==> config.mk <==
export PLATFORM = sky130hd
export DESIGN_NAME = coefWriter
export DESIGN_NICKNAME = d
export VERILOG_FILES = /design/src/autocorrPkg.sv /design/src/coefWriter.sv
export SDC_FILE = /design/constraint.sdc
export NUM_CORES = 1
export LEC_CHECK = 0
export BUFFER_PORTS_ARGS = -buffer_cell sky130_fd_sc_hd__buf_2
export CAP_MARGIN = 40
export CORE_MARGIN = 1
export CORE_UTILIZATION = 60
export DETAILED_ROUTE_END_ITERATION = 8
export PLACE_DENSITY = 0.78
export SYNTH_ARGS = -nofsm -noshare
export SYNTH_HDL_FRONTEND = slang
export SYNTH_SLANG_ARGS = --single-unit
export TNS_END_PERCENT = 10
==> constraint.sdc <==
create_clock -name clk -period 5.3 [get_ports clk]
set_input_delay 1.06 -clock clk [delete_from_list [all_inputs] [get_ports clk]]
set_output_delay 1.06 -clock clk [all_outputs]
set_load 0.01 [all_outputs]
==> src/autocorrPkg.sv <==
/*
 Shared widths and encodings for the G.729 autocorrelation stage.
 WINDOW_LEN is fixed at 240 because the Hamming table only exists for that length.
*/
`default_nettype none

package autocorrPkg;

	localparam int WORD_W      = 16;                     // Q15 word
	localparam int LONG_W      = 32;                     // Q31 word
	localparam int WINDOW_LEN  = 240;
	localparam int ADDR_W      = 8;
	localparam int MAX_ORDER   = 15;                     // Deepest bank coefWriter can hold
	localparam int COEF_ADDR_W = $clog2(MAX_ORDER + 1);

	// Operations understood by basicOpsUnit
	typedef enum logic [2:0] {
		OP_MULTR,
		OP_MAC,
		OP_SHR2,
		OP_NORML,
		OP_SHL,
		OP_CLRSUM   // sum = 1, clears overflow
	} opCode_t;

	typedef enum logic [3:0] {
		IDLE,
		WIN_READ,
		WIN_OP,
		ENERGY_READ,
		ENERGY_OP,
		SCALE_READ,
		SCALE_OP,
		NORM_OP,
		SHIFT0_OP,
		LAG_READ_A,
		LAG_READ_B,
		LAG_OP,
		LAG_SHIFT_OP,
		STORE,
		FINISH
	} seqState_t;

endpackage

`default_nettype wire
==> src/coefWriter.sv <==
/*
 L_Extract and the r_h / r_l bank of ORDER+1 entries, cleared by reset.
 Reads are combinational; addresses past ORDER read as zero.
*/
`timescale 1ns/1ps
`default_nettype none

module coefWriter #(
	parameter int ORDER = 10
) (
	input  logic                                       clk,
	input  logic                                       reset,
	input  logic                                       storeStrobe,
	input  logic        [autocorrPkg::COEF_ADDR_W-1:0] storeIndex,
	input  logic signed [autocorrPkg::LONG_W-1:0]      storeValue,
	input  logic        [autocorrPkg::COEF_ADDR_W-1:0] coefAddr,
	output logic signed [autocorrPkg::WORD_W-1:0]      rHigh,
	output logic signed [autocorrPkg::WORD_W-1:0]      rLow
);

	localparam int WW = autocorrPkg::WORD_W;
	localparam int LW = autocorrPkg::LONG_W;

	logic signed [WW-1:0] rhBank [0:ORDER];
	logic signed [WW-1:0] rlBank [0:ORDER];
	logic signed [WW-1:0] extHigh;
	logic signed [LW-1:0] halfValue;
	logic signed [LW-1:0] loFull;

	// lo = L_msu(value >> 1, hi, 16384), the msu doubling the product
	always_comb
	begin
		extHigh = storeValue[LW-1:WW];
		halfValue = storeValue >>> 1;
		loFull = halfValue - (LW'(extHigh) <<< 15);
	end

	always_ff @(posedge clk)
	begin
		if (reset)
		begin
			for (int k = 0; k <= ORDER; k++)
			begin
				rhBank[k] <= '0;
				rlBank[k] <= '0;
			end
		end
		else if (storeStrobe && storeIndex <= ORDER)
		begin
			rhBank[storeIndex] <= extHigh;
			rlBank[storeIndex] <= loFull[WW-1:0];
		end
	end

	assign rHigh = (coefAddr <= ORDER) ? rhBank[coefAddr] : '0;
	assign rLow = (coefAddr <= ORDER) ? rlBank[coefAddr] : '0;

endmodule

`default_nettype wire

==> impl_metrics.toml <==
[status]
status = "finished clean"

[clocking]
hold_buffers = 0
clock_path_buffers = 3
cts_tree = "built"
ctsResizeCount = 0
htreeDepth = 2
postCtsSetupRepairBufs = 0
insertion_delay_ns = 0.50
cts_made_buffers = 35
clk_pin_slew_ns = 0.05
cts_root_buf = "clkbuf_16"
clkSinkCount = 341

[power]
power_density_mw_per_mm2 = 343.6
ir_drop_v = 0.0002838
p_leak_nw = 6.239

[synth]
ys.warnings.count = 0
synthCells = 1049
synth-edff-count = 310
synth_area_per_cell_um2 = 14.62
synth-async-reset-ratio_pct = 0
synth_nets = 1092
synth_seq_cells = 341
synth_area_mm2 = 0.01534
synth-main-ff-cell = "edfxtp_1"
synth_most_common_cell = "edfxtp_1"
synth_commonest_cells = "310 x edfxtp_1, 285 x and2_1, 70 x nand2_1"
yosysSeqAreaShare_pct = 64.74
ys_top_cells_by_area = "edfxtp_1 61%, and2_1 12%, mux4_2 9.1%"
yosys.area.top_type_share_pct = 60.70
synthDistinctLibCells = 33
yosysTopAreaCell = "edfxtp_1"

[final_layout]
area_growth_pct = 12.61
drive_above_1_share_pct = 23.38
num-nets-final = 1126
final_cells = 1439

[critical_path]
path_class = "primary input to output pin"
path_cells = "buf_4 -> nor2b_4 -> buf_4 -> a2bb2oi_1 -> o211ai_1 -> buf_2"
cp_slowest_stage_delay_ns = 0.57
crit_top_cell = "buf_4"
cp-start-kind = "primary input"
cp_num_buf_inv = 3
crit_start = "coefAddr[1]"
crit_path_max_fanout = 34
crit_path_end_kind = "output pin"
required_ns = 4.24
cp_slowest_cell = "nor2b_4"
r2r-start = "rlBank[10][1]$_SDFFE_PP0P_"
cp_data_arrival_time_ns = 2.88
cp_top_family = "buffers and inverters"

[floorplan]
fp.dieH_um = 161.9
rows = 58
io_pins = 75
die_w_um = 161.9
dieArea_mm2 = 0.02621
start_util_pct = 61.08
core_area_mm2 = 0.02511

[sta]
final_hold_viol_count = 0
rsz0062_at_grt = "false"
fmax_mhz = 253.5
finalClockSkew_ns = 0
min_period_over_period_pct = 74.42
setup_violations = 0
fin_setup_tns_ns = 0
tightest_slew_ns = 0.8656
max_slew_margin_pct = 42.23
fin_crit_ns = 3.944
maxSlewViolCount = 0

[global_route]
grt_pass1_wl_um = 53100
grt_pass1_vias = 9052
antenna_found_initial = 3
overflow = 0
grt_usage_pct = 27.61
grt_max_degree = 94

[route]
drt_iter0_drc = 917
drc = 0
postRouteAntennaNets = 0
routedWlPerCell_um = 24.37
avgViaCountPerCell = 6.167
first_pass_iters = 5
routed_wl_um = 35070
vias = 8875

[placed_design]
placement.io_buffers = 72
gp_congestion = 0.7667
dp_hpwl_um = 20460
dp_cells = 1376

[flow_run]
max_cap_violations = 0

[worst_hold_path]
min_path_type = "flip-flop to flip-flop"
hp-start = "rlBank[10][5]$_SDFFE_PP0P_"
## sequential cells by signal, indices dropped and copies added (netlist names)
register,flops
rhBank,176
rlBank,165
## worst paths after layout
path                                     end  depth (start not counted)  slack [ns]
hold / removal    rlBank[10][5]$_SDFFE_PP0P_                          1        0.48
hold reg to reg   rlBank[10][5]$_SDFFE_PP0P_                          1        0.48
setup / recovery                    rHigh[0]                          6        1.36
setup reg to reg  rlBank[10][1]$_SDFFE_PP0P_                          1        4.64
## report_power, final
group / switching, mW / internal, mW
clock network: 0.973 / 1.36
logic: 0.278 / 0.197
registers: 0.0412 / 3.08
## layout by cell type, fill, tap and decap left out, types with 3 or more instances in the layout
master | synthesis | layout
clkbuf_1 | 60 | 15
buf_4 | 3 | 18
buf_16 | 0 | 4
clkinv_1 | 0 | 3
buf_12 | 0 | 8
a2bb2oi_1 | 31 | 31
o211ai_1 | 31 | 31
inv_1 | 3 | 3
clkbuf_16 | 0 | 37
dfxtp_1 | 31 | 31
and2_1 | 285 | 285
buf_2 | 24 | 70
edfxtp_1 | 310 | 310
nand2_2 | 0 | 4
mux4_2 | 62 | 62
and2_2 | 25 | 25
nand2_1 | 70 | 66
nor2_2 | 0 | 6
o21ai_4 | 0 | 3
mux2i_1 | 31 | 31
a22o_1 | 31 | 31
## area by class of cell
class,count,area [µm²]
diodes,1,2.502
clock buffers,54,1010
clock inverters,8,67.56
fillers,1705,7838
inverters,3,11.26
multi-input cells,601,5067
flip-flops and latches,341,9930
well taps,330,412.9
repair buffers,101,770.7
## per-stage QoR
stage               util [%]  setup slack [ns]  instance area [µm²]  power (mW)  hold WS, ns
finish                 68.79             1.356                17270       5.935       0.4786
global route           68.79             1.327                17270       6.087       0.4881
CTS                    68.78             1.400                17270       5.952       0.4815
detailed placement     64.49             1.378                16190       3.655       0.4651
global placement       63.51             1.359                15950       3.619       0.4614
floorplan                  -             1.211                15340       3.468       0.4489
## layer usage
| layer | global-route usage (%) | up-vias | share of wire [%] |
|---|---|---|---|
| met5 | 0 | - | 0.063 |
| met4 | 6.775 | 4 | 1.8 |
| met3 | 3.933 | 53 | 7.8 |
| met2 | 45.45 | 415 | 49 |
| met1 | 39.24 | 4498 | 41 |
| li1 | - | 3905 | - |
## logic make-up after synthesis
family	share of synthesized area, %
muxes	11.13
other	0.02445
AOI/OAI and AO/OA	5.449
DFF	64.74
buffers and inverters	3.084
and+or+nand+nor	15.57
Note: power is estimated with default switching activity, not from simulation.
