### config.mk
export PLATFORM = sky130hd
export DESIGN_NAME = basicOpsUnit
export DESIGN_NICKNAME = d
export VERILOG_FILES = /design/src/autocorrPkg.sv /design/src/basicOpsUnit.sv
export SDC_FILE = /design/constraint.sdc
export NUM_CORES = 1
export LEC_CHECK = 0
export ABC_AREA = 0
export BUFFER_PORTS_ARGS = -buffer_cell sky130_fd_sc_hd__buf_2
export CAP_MARGIN = 20
export CORE_MARGIN = 2
export CORE_UTILIZATION = 55
export CTS_CLUSTER_SIZE = 28
export DETAILED_ROUTE_END_ITERATION = 10
export PLACE_DENSITY = 0.77
export SLEW_MARGIN = 20
export SYNTH_ARGS = -nofsm -noshare
export SYNTH_HDL_FRONTEND = slang
export SYNTH_SLANG_ARGS = --single-unit
export TNS_END_PERCENT = 1
### constraint.sdc
create_clock -name clk -period 19 [get_ports clk]
set_input_delay 3.8 -clock clk [delete_from_list [all_inputs] [get_ports clk]]
set_output_delay 3.8 -clock clk [all_outputs]
set_load 0.05 [all_outputs]
### src/autocorrPkg.sv
/*
 Shared widths and encodings for the G.729 autocorrelation stage.
 WINDOW_LEN is fixed at 240 because the Hamming table only exists for that length.
*/
`default_nettype none

package autocorrPkg;

	localparam int WORD_W      = 16;                     // Q15 word
	localparam int LONG_W      = 32;                     // Q31 word
	localparam int WINDOW_LEN  = 240;
	localparam int ADDR_W      = 8;
	localparam int MAX_ORDER   = 15;                     // Deepest bank coefWriter can hold
	localparam int COEF_ADDR_W = $clog2(MAX_ORDER + 1);

	// Operations understood by basicOpsUnit
	typedef enum logic [2:0] {
		OP_MULTR,
		OP_MAC,
		OP_SHR2,
		OP_NORML,
		OP_SHL,
		OP_CLRSUM   // sum = 1, clears overflow
	} opCode_t;

	typedef enum logic [3:0] {
		IDLE,
		WIN_READ,
		WIN_OP,
		ENERGY_READ,
		ENERGY_OP,
		SCALE_READ,
		SCALE_OP,
		NORM_OP,
		SHIFT0_OP,
		LAG_READ_A,
		LAG_READ_B,
		LAG_OP,
		LAG_SHIFT_OP,
		STORE,
		FINISH
	} seqState_t;

endpackage

`default_nettype wire
### src/basicOpsUnit.sv
/*
 Bit-exact G.729 basic operations. mult_r, L_mac, shr and CLRSUM finish the cycle
 after opStart; norm_l and L_shl step one bit per cycle (1 to 32 cycles).
 L_shl shift counts come from opB[5:0] and must be non-negative.
*/
`timescale 1ns/1ps
`default_nettype none

module basicOpsUnit (
	input  logic                                  clk,
	input  logic                                  reset,
	input  logic                                  opStart,
	input  autocorrPkg::opCode_t                  opCode,
	input  logic signed [autocorrPkg::WORD_W-1:0] opA,
	input  logic signed [autocorrPkg::WORD_W-1:0] opB,
	input  logic signed [autocorrPkg::LONG_W-1:0] opAcc,
	output logic                                  opDone,
	output logic signed [autocorrPkg::LONG_W-1:0] opResult,
	output logic                                  overflowSeen
);

	localparam int LW = autocorrPkg::LONG_W;
	localparam logic signed [LW-1:0] MAX_32 = 32'sh7FFF_FFFF;
	localparam logic signed [LW-1:0] MIN_32 = 32'sh8000_0000;

	logic signed [LW-1:0] product;
	logic signed [LW-1:0] rounded;
	logic signed [LW-1:0] macProd;
	logic        [LW:0]   macSum;      // One guard bit
	logic                 multOvf;
	logic                 macOvf;
	logic signed [LW-1:0] singleResult;
	logic                 iterOp;

	// Iterative state for norm_l and L_shl
	logic                 running;
	autocorrPkg::opCode_t runOp;
	logic signed [LW-1:0] work;
	logic        [5:0]    cnt;
	autocorrPkg::opCode_t curOp;
	logic signed [LW-1:0] curVal;
	logic        [5:0]    curCnt;
	logic        [5:0]    nextCnt;
	logic                 stepFinish;
	logic signed [LW-1:0] stepResult;

	////////////////////////////////////////////////////////////
	// Single-cycle datapath
	////////////////////////////////////////////////////////////
	always_comb
	begin
		product = opA * opB;
		rounded = product + 32'sd16384;
		multOvf = (product == 32'sh4000_0000);   // -32768 squared
		macProd = multOvf ? MAX_32 : (product <<< 1);
		macSum = {opAcc[LW-1], opAcc} + {macProd[LW-1], macProd};
		macOvf = multOvf || (macSum[LW] != macSum[LW-1]);
		iterOp = (opCode == autocorrPkg::OP_NORML) || (opCode == autocorrPkg::OP_SHL);
		case (opCode)
			autocorrPkg::OP_MULTR:
				singleResult = multOvf ? 32'sd32767 : (rounded >>> 15);
			autocorrPkg::OP_MAC:
				if (macSum[LW] != macSum[LW-1])
					singleResult = macSum[LW] ? MIN_32 : MAX_32;
				else
					singleResult = macSum[LW-1:0];
			autocorrPkg::OP_SHR2:
				singleResult = LW'(opA >>> 2);
			autocorrPkg::OP_CLRSUM:
				singleResult = 32'sd1;
			default:
				singleResult = '0;
		endcase
	end

	////////////////////////////////////////////////////////////
	// One shift step, from the operands on start or from work
	////////////////////////////////////////////////////////////
	always_comb
	begin
		curOp = opStart ? opCode : runOp;
		curVal = opStart ? opAcc : work;
		if (opStart)
			curCnt = (opCode == autocorrPkg::OP_SHL) ? opB[5:0] : 6'd0;
		else
			curCnt = cnt;
		stepFinish = 1'b0;
		stepResult = curVal;
		if (curOp == autocorrPkg::OP_NORML)
		begin
			nextCnt = curCnt + 6'd1;   // Counts shifts taken
			if (curVal == 0)
			begin
				stepFinish = 1'b1;
				stepResult = '0;
			end
			else if (curVal[LW-1] != curVal[LW-2])
			begin
				stepFinish = 1'b1;
				stepResult = LW'(curCnt);
			end
		end
		else
		begin
			nextCnt = curCnt - 6'd1;   // Counts shifts left to do
			if (curCnt == 0)
				stepFinish = 1'b1;
			else if (curVal[LW-1] != curVal[LW-2])
			begin
				stepFinish = 1'b1;     // Next shift would overflow
				stepResult = curVal[LW-1] ? MIN_32 : MAX_32;
			end
		end
	end

	always_ff @(posedge clk)
	begin
		if (reset)
		begin
			opDone <= 1'b0;
			running <= 1'b0;
			overflowSeen <= 1'b0;
		end
		else
		begin
			opDone <= 1'b0;
			if (opStart && !iterOp)
			begin
				opDone <= 1'b1;
				opResult <= singleResult;
				if (opCode == autocorrPkg::OP_CLRSUM)
					overflowSeen <= 1'b0;
				else if (opCode == autocorrPkg::OP_MAC && macOvf)
					overflowSeen <= 1'b1;   // Sticky until next CLRSUM
			end
			else if (opStart || running)
			begin
				if (stepFinish)
				begin
					opDone <= 1'b1;
					opResult <= stepResult;
					running <= 1'b0;
				end
				else
				begin
					running <= 1'b1;
					runOp <= curOp;
					work <= curVal <<< 1;
					cnt <= nextCnt;
				end
			end
		end
	end

endmodule

`default_nettype wire

==> summary.txt <==
CTS
  – Post-CTS setup buffer count: 0
  – Post_cts resized: 0
  – CTS root buf: clkbuf_16
  – Num CTS Buffers: 9
  – CTS tree: done
  – Clock Tree Buf Depth: 2
  – H-Tree Depth: 3
  – Clock transition at the registers of the reported paths: 0.06 ns
  – Worst skew pair latency: 0.35 ns
  – Clock sink count: 75
  – Hold Buf Count CTS: 0

Flow run
  – # Max-Cap Violations: 0

Logic synthesis
  – Area contributors post-synth: fa_1 (31%), edfxtp_1 (13%), ha_1 (9.0%)
  – Syn Area/Cell: 9.01 µm²
  – Top cells by count, synth: inv_1 (265), fa_1 (264), nand2_1 (237)
  – Most frequent cell after synthesis: inv_1
  – Synthesized net count: 2,335
  – Main synth FF type: edfxtp_1
  – Gate Count Post-Synth: about 1,900
  – Synth cell types: 93
  – Post-synth ARST share: 0%
  – Post-synthesis sequential area ratio: 13.1%
  – Number of flops mapped to enable cells by yosys: 72
  – Yosys top cell by area: fa_1
  – Yosys warns: 0
  – Synthesized flop and latch total: 75
  – Mapped Area: about 17,000 µm²
  – Post-synth top area share: between 30% and 40%

STA
  – Setup TNS: 0 ns
  – Actual slew at the worst max-slew pin: 1.16 ns
  – FMAX: 0.0666 GHz
  – RSZ-0062 raised after global routing: false
  – Final Worst Setup Slack: around 4.0 ns
  – Setup Skew: 0.0119 ns
  – Fin. Hold Viols: 0
  – Minimum clock period: 15.03 ns
  – Final Slew Violations: 0
  – Slew HR: 22.3%
  – Crit share post-route: 79.1%
  – Count of final setup violators: 0

Worst setup path
  – Start of the worst register-to-register path: work[29]
  – CP required: 19.05 ns
  – Crit. End Element: register
  – Reg2reg path depth: 10
  – RR Endpoint: opResult[8]
  – Crit path kind: in2reg
  – Reg2Reg Setup Slack: around 15 ns
  – Crit path max fanout: 29
  – CP peak stage delay: 0.85 ns
  – CP max-delay cell: fa_1
  – Arrival @ worst endpoint: 15.08 ns
  – Startpoint types: input port
  – Cell mode on critical path: fa_1

Final layout
  – Seq. cell area: 2220 µm²
  – Nets@finish: 2,374
  – P&R area growth vs syn: 6.00%
  – Share of layout cells above drive strength 1: 10.8%
  – Area of the multi-input gates: 13,400 µm²
  – Fillers: 2,716
  – Design area: 18,000 µm²
  – Number of diodes: 0

Drt
  – Routed len/inst: 20.8 µm
  – Routed Antenna Nets: 0
  – Via count: 14,200
  – Drt pass-1 iters: 6
  – DR iter-0 viols: 1,491
  – Post-Route WL: 48,300 µm
  – Remaining DRCs: 0
  – DR vias/cell: 6.14

Floorplanning
  – Core box area: 30,400 µm²
  – Die width: approximately 180 µm
  – I/O pins: 104
  – # rows: 64
  – Die height: 179 µm
  – Starting Density: a little under three fifths
  – Die area: approximately 32,000 µm²

Placement
  – IO buf count: 103
  – GP Congestion: 1.02
  – Post-DP HPWL: between 30,000 and 40,000 µm
  – Post-DP Area: 17,700 µm²
  – Pre-CTS WS: 4.02 ns

GRT
  – Largest net degree at the start of global routing: 61
  – Vias in the first global route: 14,800
  – Gr usage total: 30.7%
  – First-pass GRT wire length: ~80,000 µm
  – GR Overflow Total: 0
  – Initial antenna violation count: 1

Worst hold path
  – HP Start: overflowSeen
  – HP Class: reg2reg
  – Min-Delay Endpoint: overflowSeen
  – Hold path depth: 1

Run status
  – Status: finished, final reports clean
## per-stage QoR
| step | hold WS [ns] | std cells | utilization (%) |
|---|---|---|---|
| 6_report | 0.496 | 2319 | 59.0 |
| 5_1_grt | 0.535 | 2319 | 59.0 |
| 4_1_cts | 0.503 | 2319 | 59.0 |
| 3_5_place_dp | 0.484 | 2303 | 58.0 |
| 3_3_place_gp | 0.466 | 2302 | 57.9 |
| 2_1_floorplan | 0.456 | 1879 | - |
## flip-flops by register name, indices dropped and copies added, names as in the netlist
signal	count
runOp	3
overflowSeen	1
opResult	32
running	1
cnt	6
work	31
opDone	1
## how the worst max path moves through the flow
stage	start	end	slack (ns)
2_1_floorplan	opA[15]	opResult[20]	5.35
3_3_place_gp	opB[1]	opResult[16]	4.46
3_5_place_dp	opA[15]	opResult[18]	4.02
4_1_cts	opA[15]	opResult[19]	4.33
5_1_grt	opA[15]	opResult[19]	3.44
6_report	opA[15]	opResult[18]	3.97
## logic make-up (layout without fill, tap and decap cells)
logic type / after synthesis / after routing / synth area share (%)
AND/OR/NAND/NOR: 614 / 614 / 18.5
buffers and inverters: 347 / 391 / 8.09
XOR/XNOR: 74 / 74 / 3.83
flip-flops: 75 / 75 / 13.1
adder cells (fa/ha/maj): 388 / 388 / 40.3
multiplexers: 35 / 35 / 2.31
AO/OA/AOI/OAI: 346 / 346 / 13.9
## worst max-delay path: cells and delay by family
family	cells	cell delay, ns
adder cells (fa/ha/maj)	9	4.36
AO/OA/AOI/OAI	9	2.84
AND/OR/NAND/NOR	7	1.96
buffers and inverters	7	1.53
XOR/XNOR	2	0.55
## cell usage in the layout (no fill, tap or decap), types with 18 or more instances in the layout
cell type and instances:
nand3_1 36, nor4_1 20, buf_2 103, o211ai_1 18
a21o_1 23, fa_1 264, inv_1 265, nor2_1 65
a21oi_1 110, xnor2_1 58, ha_1 122, nand2_1 237
mux2_2 33, o21ai_0 57, and2_1 139, edfxtp_1 72
## layout make-up
cell class	count	share of cell area, %
clock inverters	7	0.418
multi-input cells	1457	74.4
clock buffers	9	1.25
inverters	265	5.54
well taps	396	2.76
repair buffers	110	3.23
flip-flops and latches	75	12.4
## per-layer routing
layer / wire, µm / track usage [%] / vias up / share of wire [%]
li1: - / - / 6336 / -
met1: 20700 / 43.4 / 7099 / 43
met2: 21900 / 48.5 / 678 / 45
met3: 4200 / 5.85 / 118 / 8.7
met4: 1530 / 8.94 / 2 / 3.2
met5: 13 / 0 / - / 0.027
Power is left out: the tool's default activity adds up to more than one toggle a clock period on the data nets, which glitch-free logic cannot reach.
