## src/autocorrPkg.sv

```systemverilog
/*
 Shared widths and encodings for the G.729 autocorrelation stage.
 WINDOW_LEN is fixed at 240 because the Hamming table only exists for that length.
*/
`default_nettype none

package autocorrPkg;

	localparam int WORD_W      = 16;                     // Q15 word
	localparam int LONG_W      = 32;                     // Q31 word
	localparam int WINDOW_LEN  = 240;
	localparam int ADDR_W      = 8;
	localparam int MAX_ORDER   = 15;                     // Deepest bank coefWriter can hold
	localparam int COEF_ADDR_W = $clog2(MAX_ORDER + 1);

	// Operations understood by basicOpsUnit
	typedef enum logic [2:0] {
		OP_MULTR,
		OP_MAC,
		OP_SHR2,
		OP_NORML,
		OP_SHL,
		OP_CLRSUM   // sum = 1, clears overflow
	} opCode_t;

	typedef enum logic [3:0] {
		IDLE,
		WIN_READ,
		WIN_OP,
		ENERGY_READ,
		ENERGY_OP,
		SCALE_READ,
		SCALE_OP,
		NORM_OP,
		SHIFT0_OP,
		LAG_READ_A,
		LAG_READ_B,
		LAG_OP,
		LAG_SHIFT_OP,
		STORE,
		FINISH
	} seqState_t;

endpackage

`default_nettype wire
```

## src/autocorrSequencer.sv

```systemverilog
/*
 Decode FSM for the autocorrelation loops. Issues one operation at a time and waits
 for opDone. ORDER may be 1 to MAX_ORDER; start is ignored unless idle.
*/
`timescale 1ns/1ps
`default_nettype none

module autocorrSequencer #(
	parameter int ORDER = 10
) (
	input  logic                                       clk,
	input  logic                                       reset,
	input  logic                                       start,
	input  logic signed [autocorrPkg::WORD_W-1:0]      bufData,
	input  logic signed [autocorrPkg::WORD_W-1:0]      romCoef,
	input  logic                                       opDone,
	input  logic signed [autocorrPkg::LONG_W-1:0]      opResult,
	input  logic                                       overflowSeen,
	output logic                                       busy,
	output logic                                       done,
	output logic        [autocorrPkg::ADDR_W-1:0]      bufAddr,
	output logic                                       bufReadY,
	output logic                                       bufWrite,
	output logic signed [autocorrPkg::WORD_W-1:0]      bufWriteData,
	output logic        [autocorrPkg::ADDR_W-1:0]      romIndex,
	output logic                                       opStart,
	output autocorrPkg::opCode_t                       opCode,
	output logic signed [autocorrPkg::WORD_W-1:0]      opA,
	output logic signed [autocorrPkg::WORD_W-1:0]      opB,
	output logic signed [autocorrPkg::LONG_W-1:0]      opAcc,
	output logic                                       storeStrobe,
	output logic        [autocorrPkg::COEF_ADDR_W-1:0] storeIndex,
	output logic signed [autocorrPkg::LONG_W-1:0]      storeValue
);

	localparam int AW = autocorrPkg::ADDR_W;
	localparam int WW = autocorrPkg::WORD_W;
	localparam int LW = autocorrPkg::LONG_W;
	localparam logic [AW-1:0] LAST_IDX = AW'(autocorrPkg::WINDOW_LEN - 1);
	localparam logic [AW-1:0] LAST_LAG = AW'(ORDER);

	autocorrPkg::seqState_t state;
	logic        [AW-1:0] i;
	logic        [AW-1:0] j;
	logic signed [LW-1:0] sum;
	logic        [4:0]    norm;          // Shared by every lag
	logic signed [WW-1:0] lagOperand;    // y[j+i]
	logic                 opPending;
	logic                 opIssue;
	logic                 sumClear;      // Next energy pass begins with CLRSUM
	logic                 iLast;
	logic                 lagLast;

	assign iLast = (i == LAST_IDX);
	assign lagLast = (AW'(i + j) == LAST_IDX);
	assign busy = (state != autocorrPkg::IDLE);
	assign done = (state == autocorrPkg::FINISH);
	assign storeStrobe = (state == autocorrPkg::STORE);
	assign storeIndex = i[autocorrPkg::COEF_ADDR_W-1:0];
	assign storeValue = sum;
	assign romIndex = i;
	assign opStart = opIssue && !opPending;

	////////////////////////////////////////////////////////////
	// Operation decode
	////////////////////////////////////////////////////////////
	always_comb
	begin
		bufAddr = i;
		bufReadY = 1'b1;
		bufWrite = 1'b0;
		bufWriteData = opResult[WW-1:0];
		opCode = autocorrPkg::OP_MAC;
		opA = bufData;
		opB = bufData;      // y[i] * y[i] by default
		opAcc = sum;
		opIssue = 1'b0;
		case (state)
			autocorrPkg::WIN_READ:
				bufReadY = 1'b0;
			autocorrPkg::WIN_OP:
			begin
				bufReadY = 1'b0;
				opCode = autocorrPkg::OP_MULTR;
				opB = romCoef;
				opIssue = 1'b1;
				bufWrite = opDone;     // y[i] lands as the product returns
			end
			autocorrPkg::ENERGY_OP:
			begin
				opCode = sumClear ? autocorrPkg::OP_CLRSUM : autocorrPkg::OP_MAC;
				opIssue = 1'b1;
			end
			autocorrPkg::SCALE_OP:
			begin
				opCode = autocorrPkg::OP_SHR2;
				opIssue = 1'b1;
				bufWrite = opDone;
			end
			autocorrPkg::NORM_OP:
			begin
				opCode = autocorrPkg::OP_NORML;
				opIssue = 1'b1;
			end
			autocorrPkg::SHIFT0_OP, autocorrPkg::LAG_SHIFT_OP:
			begin
				opCode = autocorrPkg::OP_SHL;
				opB = WW'(norm);
				opIssue = 1'b1;
			end
			autocorrPkg::LAG_READ_A:
				bufAddr = AW'(i + j);
			autocorrPkg::LAG_READ_B:
				bufAddr = j;
			autocorrPkg::LAG_OP:
			begin
				bufAddr = j;
				opB = lagOperand;
				opIssue = 1'b1;
			end
			default:
				opIssue = 1'b0;
		endcase
	end

	////////////////////////////////////////////////////////////
	// Loop control
	////////////////////////////////////////////////////////////
	always_ff @(posedge clk)
	begin
		if (reset)
		begin
			state <= autocorrPkg::IDLE;
			i <= '0;
			j <= '0;
			opPending <= 1'b0;
			sumClear <= 1'b0;
		end
		else
		begin
			if (opStart)
				opPending <= 1'b1;
			else if (opDone)
				opPending <= 1'b0;

			case (state)
				autocorrPkg::IDLE:
					if (start)
					begin
						i <= '0;
						state <= autocorrPkg::WIN_READ;
					end
				autocorrPkg::WIN_READ:
					state <= autocorrPkg::WIN_OP;
				autocorrPkg::WIN_OP:
					if (opDone)
					begin
						if (iLast)
						begin
							i <= '0;
							sumClear <= 1'b1;
							state <= autocorrPkg::ENERGY_OP;
						end
						else
						begin
							i <= i + 1'b1;
							state <= autocorrPkg::WIN_READ;
						end
					end
				autocorrPkg::ENERGY_READ:
					state <= autocorrPkg::ENERGY_OP;
				autocorrPkg::ENERGY_OP:
					if (opDone)
					begin
						sum <= opResult;
						if (sumClear)
						begin
							sumClear <= 1'b0;
							state <= autocorrPkg::ENERGY_READ;
						end
						else if (iLast)
						begin
							i <= '0;
							// Saturated pass means y gets scaled down and redone
							state <= overflowSeen ? autocorrPkg::SCALE_READ : autocorrPkg::NORM_OP;
						end
						else
						begin
							i <= i + 1'b1;
							state <= autocorrPkg::ENERGY_READ;
						end
					end
				autocorrPkg::SCALE_READ:
					state <= autocorrPkg::SCALE_OP;
				autocorrPkg::SCALE_OP:
					if (opDone)
					begin
						if (iLast)
						begin
							i <= '0;
							sumClear <= 1'b1;
							state <= autocorrPkg::ENERGY_OP;
						end
						else
						begin
							i <= i + 1'b1;
							state <= autocorrPkg::SCALE_READ;
						end
					end
				autocorrPkg::NORM_OP:
					if (opDone)
					begin
						norm <= opResult[4:0];
						state <= autocorrPkg::SHIFT0_OP;
					end
				autocorrPkg::SHIFT0_OP, autocorrPkg::LAG_SHIFT_OP:
					if (opDone)
					begin
						sum <= opResult;
						state <= autocorrPkg::STORE;
					end
				autocorrPkg::STORE:
					if (i == LAST_LAG)
						state <= autocorrPkg::FINISH;
					else
					begin
						i <= i + 1'b1;
						j <= '0;
						sum <= '0;      // Lags start from zero
						state <= autocorrPkg::LAG_READ_A;
					end
				autocorrPkg::LAG_READ_A:
					state <= autocorrPkg::LAG_READ_B;
				autocorrPkg::LAG_READ_B:
				begin
					lagOperand <= bufData;
					state <= autocorrPkg::LAG_OP;
				end
				autocorrPkg::LAG_OP:
					if (opDone)
					begin
						sum <= opResult;
						if (lagLast)
							state <= autocorrPkg::LAG_SHIFT_OP;
						else
						begin
							j <= j + 1'b1;
							state <= autocorrPkg::LAG_READ_A;
						end
					end
				default:
					state <= autocorrPkg::IDLE;   // FINISH
			endcase
		end
	end

endmodule

`default_nettype wire

```

## config.mk

```make
export PLATFORM = sky130hd
export DESIGN_NAME = autocorrSequencer
export DESIGN_NICKNAME = d
export VERILOG_FILES = /design/src/autocorrPkg.sv /design/src/autocorrSequencer.sv
export SDC_FILE = /design/constraint.sdc
export NUM_CORES = 1
export LEC_CHECK = 0
export BUFFER_PORTS_ARGS = -buffer_cell sky130_fd_sc_hd__buf_4
export CORE_ASPECT_RATIO = 2
export CORE_MARGIN = 1
export CORE_UTILIZATION = 51
export CTS_CLUSTER_SIZE = 30
export DETAILED_ROUTE_END_ITERATION = 10
export MAX_ROUTING_LAYER = met4
export PLACE_DENSITY_LB_ADDON = 0.1
export SYNTH_ARGS = -nofsm -noshare
export SYNTH_HDL_FRONTEND = slang
export SYNTH_SLANG_ARGS = --single-unit
```

## constraint.sdc

```tcl
create_clock -name clk -period 7.09 [get_ports clk]
set_input_delay 0.709 -clock clk [delete_from_list [all_inputs] [get_ports clk]]
set_output_delay 0.709 -clock clk [all_outputs]
set_load 0.03 [all_outputs]
```

==> results.txt <==
* Maximum ir drop on the vdd rail: 0.0001699 V
* Number of resized instances in the post-cts repair step: 0
* Initial standard-cell utilization of the core: 52.82%
- Worst hold-check path type: reg2reg
- Number of setup buffers added after CTS: 0
- Number of cells on the critical path: 6
- Post-layout net count: 686
* Overflow left after global routing: 0
- The synthesized design contains 53 enable-type register cells.
* Fraction of final layout cells sized beyond drive strength 1: 38.46%
- Clock tree sinks: 75
* Area share of the leading cell type in the synthesized netlist: 34.84%
- The repair_antennas step left the layout with diodes totalling 0.
* Remaining design rule violation count: 0
* Dpl ws: 3.368 ns
* Last weighted congestion value of the routability-driven placer: 0.9142
- In this run the worst path has a maximum fanout of 22.
* Final setup violation count: 0
- Flip-flop cell with the highest count after synthesis: sky130_fd_sc_hd__edfxtp_1
* Critical path buffer and inverter count: 2
* Design Power: 1577 uW
- For this run, the top clock speed supported by timing is 0.2380 GHz.
* Share of the cycle needed by the critical path after routing: 59.27%
- The worst hold path begins at opPending.
* I/O pin cnt: 210
* Number of maximum-capacitance constraint violations: 0
- Counting along the longest clock path gives a buffer depth of 2.
* Initial DRT Pass Iterations: 6
- Signed area change from the synthesized netlist to the final layout: 31.85%
- STA classifies the critical path endpoint as an output port.
* Leakage Power: 0.002643 uW
- Mean area per synthesized cell: 9.617 um2
* Delay-heaviest family, CP: simple AND/OR/NAND/NOR gates
* Worst clock skew on the final layout: 0.007325 ns
* Number of placed instances, taps included: 695
* Relative slew slack: 22.24%
* TritonCTS Buffers: 9
- Ys Warns: 0
* Kind of launch point of the worst setup path: flip-flop
- Non-filler cells, final: 711
* End of the worst register-to-register path: j[3]
- Required time at the endpoint of the critical path: 6.38 ns
* Total wirelength of the detailed-routed design: 12620 um
* WHS Path Cells: 2
- Cells on worst reg2reg path: 6
- WS Path Type: reg2out
- In the layout the commonest cells are sky130_fd_sc_hd__buf_4 (210), sky130_fd_sc_hd__edfxtp_1 (53), sky130_fd_sc_hd__nor2_1 (41).
* Vias after detailed routing: 4105
- The library cell used most frequently in the layout, excluding fill and tap cells, is sky130_fd_sc_hd__buf_4.
- Post-synthesis sequential element count: 75
- Largest net degree at the start of global routing: 34
- In this run the tool buffered the top-level ports with 209 buffer cells.
- Most area-consuming cells after synthesis: sky130_fd_sc_hd__edfxtp_1 (35%), sky130_fd_sc_hd__buf_4 (11%), sky130_fd_sc_hd__dfxtp_1 (9.6%), sky130_fd_sc_hd__and2_1 (4.5%), sky130_fd_sc_hd__nor2_1 (3.4%)
- The die covers 0.009362 mm2.
- Hold violation total from the final report: 0
* Height of the die: 135.8 um
* Clock insertion delay at the later pin of the skew report: 0.34 ns
* Stage delay of the slowest cell on the critical path: 0.94 ns
- Shortest clock period the worst path allows after layout: 4.202 ns
* Number of different library cells in the post-synthesis netlist: 62
* Crit path cell chain: nand2b_1 -> nor3_2 -> nor2b_1 -> a222oi_1 -> inv_1 -> buf_4
- Number of buffers inserted by hold repair at cts: 0
- Reg clk slew, reported paths: 0.06 ns
- Worst setup slack for register-to-register paths: 3.54 ns
- Dividing the detail-routed via count by the number of cells gives 5.774.
* Sequential share of the synthesized area: 44.48%
* Post-Synthesis Net Count: 555
- Setup repair after global routing left no endpoint under its margin.
- Cell type with the highest aggregate area in the netlist: sky130_fd_sc_hd__edfxtp_1
- CTS tree: yes
- For this run, the share of the core covered by cells in the final layout is 69.65%.
- Final setup TNS: 0 ns
- Routed len/inst: 17.74 um
- Min-Delay Endpoint: opPending
* First-pass GRT wire length: 18430 um
* Syn Inst Count: 475
- Final setup margin: 2.888 ns
* Core Box Area: 0.008648 mm2
- HPWL after DPL: 9320 um
- Global routing consumed, over all layers together, 27.57% of the routing resources.
- Dividing total power by cell area gives a power density of 261.7 mW/mm2.
- In the synthesized netlist the async set-or-reset flop fraction comes to 0%.
* Number of core rows: 48
- For the pin with the worst max-slew slack, the measured transition is 1.160 ns.
* Max-slew violation total from the final report: 0
* Detailed router's first-iteration violation count: 296
* Total standard cell area after synthesis: 0.004568 mm2
- CTS Root Buffer Type: sky130_fd_sc_hd__clkbuf_16
- Critical path data arrival time: 3.49 ns
* Antenna violations before repair: 0
* H-tree levels: 3
* Die span in x: 68.92 um
* Number of global-route vias before repair: 3837
* Standard cell with the maximum stage delay on the critical path: sky130_fd_sc_hd__nor3_2
* Antenna viol nets, final: 0
- Startpoint of the most critical register-to-register path: state[3]
- Outcome: finished clean
logic make-up (layout without fill, tap and decap cells):
| logic type | after synthesis | count (layout) | share of synthesized area (%) |
|---|---|---|---|
| XOR/XNOR | 13 | 13 | 2.492 |
| AND/OR/NAND/NOR | 161 | 161 | 18.43 |
| AO/OA/AOI/OAI | 100 | 100 | 15.91 |
| adder cells (fa/ha/maj) | 11 | 11 | 3.177 |
| multiplexers | 2 | 2 | 0.4383 |
| buffers and inverters | 113 | 249 | 15.06 |
| flip-flops | 75 | 75 | 44.48 |
sequential cells by signal (all words and copies together), names as in the netlist:
name / flops
romIndex: 8
norm: 5
j: 8
sumClear: 1
lagOperand: 16
opPending: 1
state: 4
opAcc: 32
worst max-delay path by stage:
| stage | start | end | slack [ns] |
|---|---|---|---|
| 2_1_floorplan | romIndex[0] | opAcc[0] | 2.82 |
| 3_3_place_gp | state[1] | opB[6] | 3.60 |
| 3_5_place_dp | state[1] | opB[12] | 3.37 |
| 4_1_cts | state[1] | opB[10] | 2.95 |
| 5_1_grt | state[1] | opB[14] | 2.76 |
| 6_report | state[1] | opB[10] | 2.89 |
metal layers:
metal | GRT usage [%] | up-vias | routed length (um)
li1 | - | 1903 | -
met1 | 28.51 | 1946 | 4284
met2 | 47.41 | 220 | 6927
met3 | 4.614 | 36 | 887
met4 | 14.97 | 0 | 516
met5 | - | - | 0
cells in the mapped netlist (all sizes together) (3+ instances only):
cell type,n
o21ai,22
nand2b,8
a221o,3
and2,34
xor2,7
a21oi,20
a31oi,5
nand4,8
a22oi,7
a222oi,12
xnor2,6
inv,21
a211oi,3
buf,72
o22ai,4
dfxtp,22
clkbuf,18
nor2b,5
nand3b,3
edfxtp,53
nand2,31
nand3,8
nor2,41
and3,3
ha,10
a41oi,3
a31o,3
nor3,7
power by group:
part / total (uW) / internal (uW) / switching [uW]
Clock: 522 / 344 / 178
Sequential: 536 / 482 / 54.1
Combinational: 518 / 195 / 323
through the flow:
step / hold WS (ns) / instance area, um2
final: 0.4896 / 6023
after global routing: 0.5493 / 6023
after CTS: 0.4942 / 6023
after detailed placement: 0.4821 / 5683
after global placement: 0.4733 / 5683
after floorplan: 0.4574 / 4568
final cells by class:
type	count	area (um2)
Fill cell	681	2625
Clock inverter	6	111.4
Multi-Input combinational cell	287	1863
Tap cell	100	125.1
Sequential cell	75	2032
Timing Repair Buffer	210	1577
Clock buffer	10	229.0
Inverter	23	86.33
tightest hold or removal path, cell delays in order, from the launching register on:
cell,delay (ns)
sky130_fd_sc_hd__dfxtp_1,0.32
sky130_fd_sc_hd__a21oi_1,0.06
sky130_fd_sc_hd__nor2_1,0.07
Note: power is estimated with default switching activity, not from simulation.
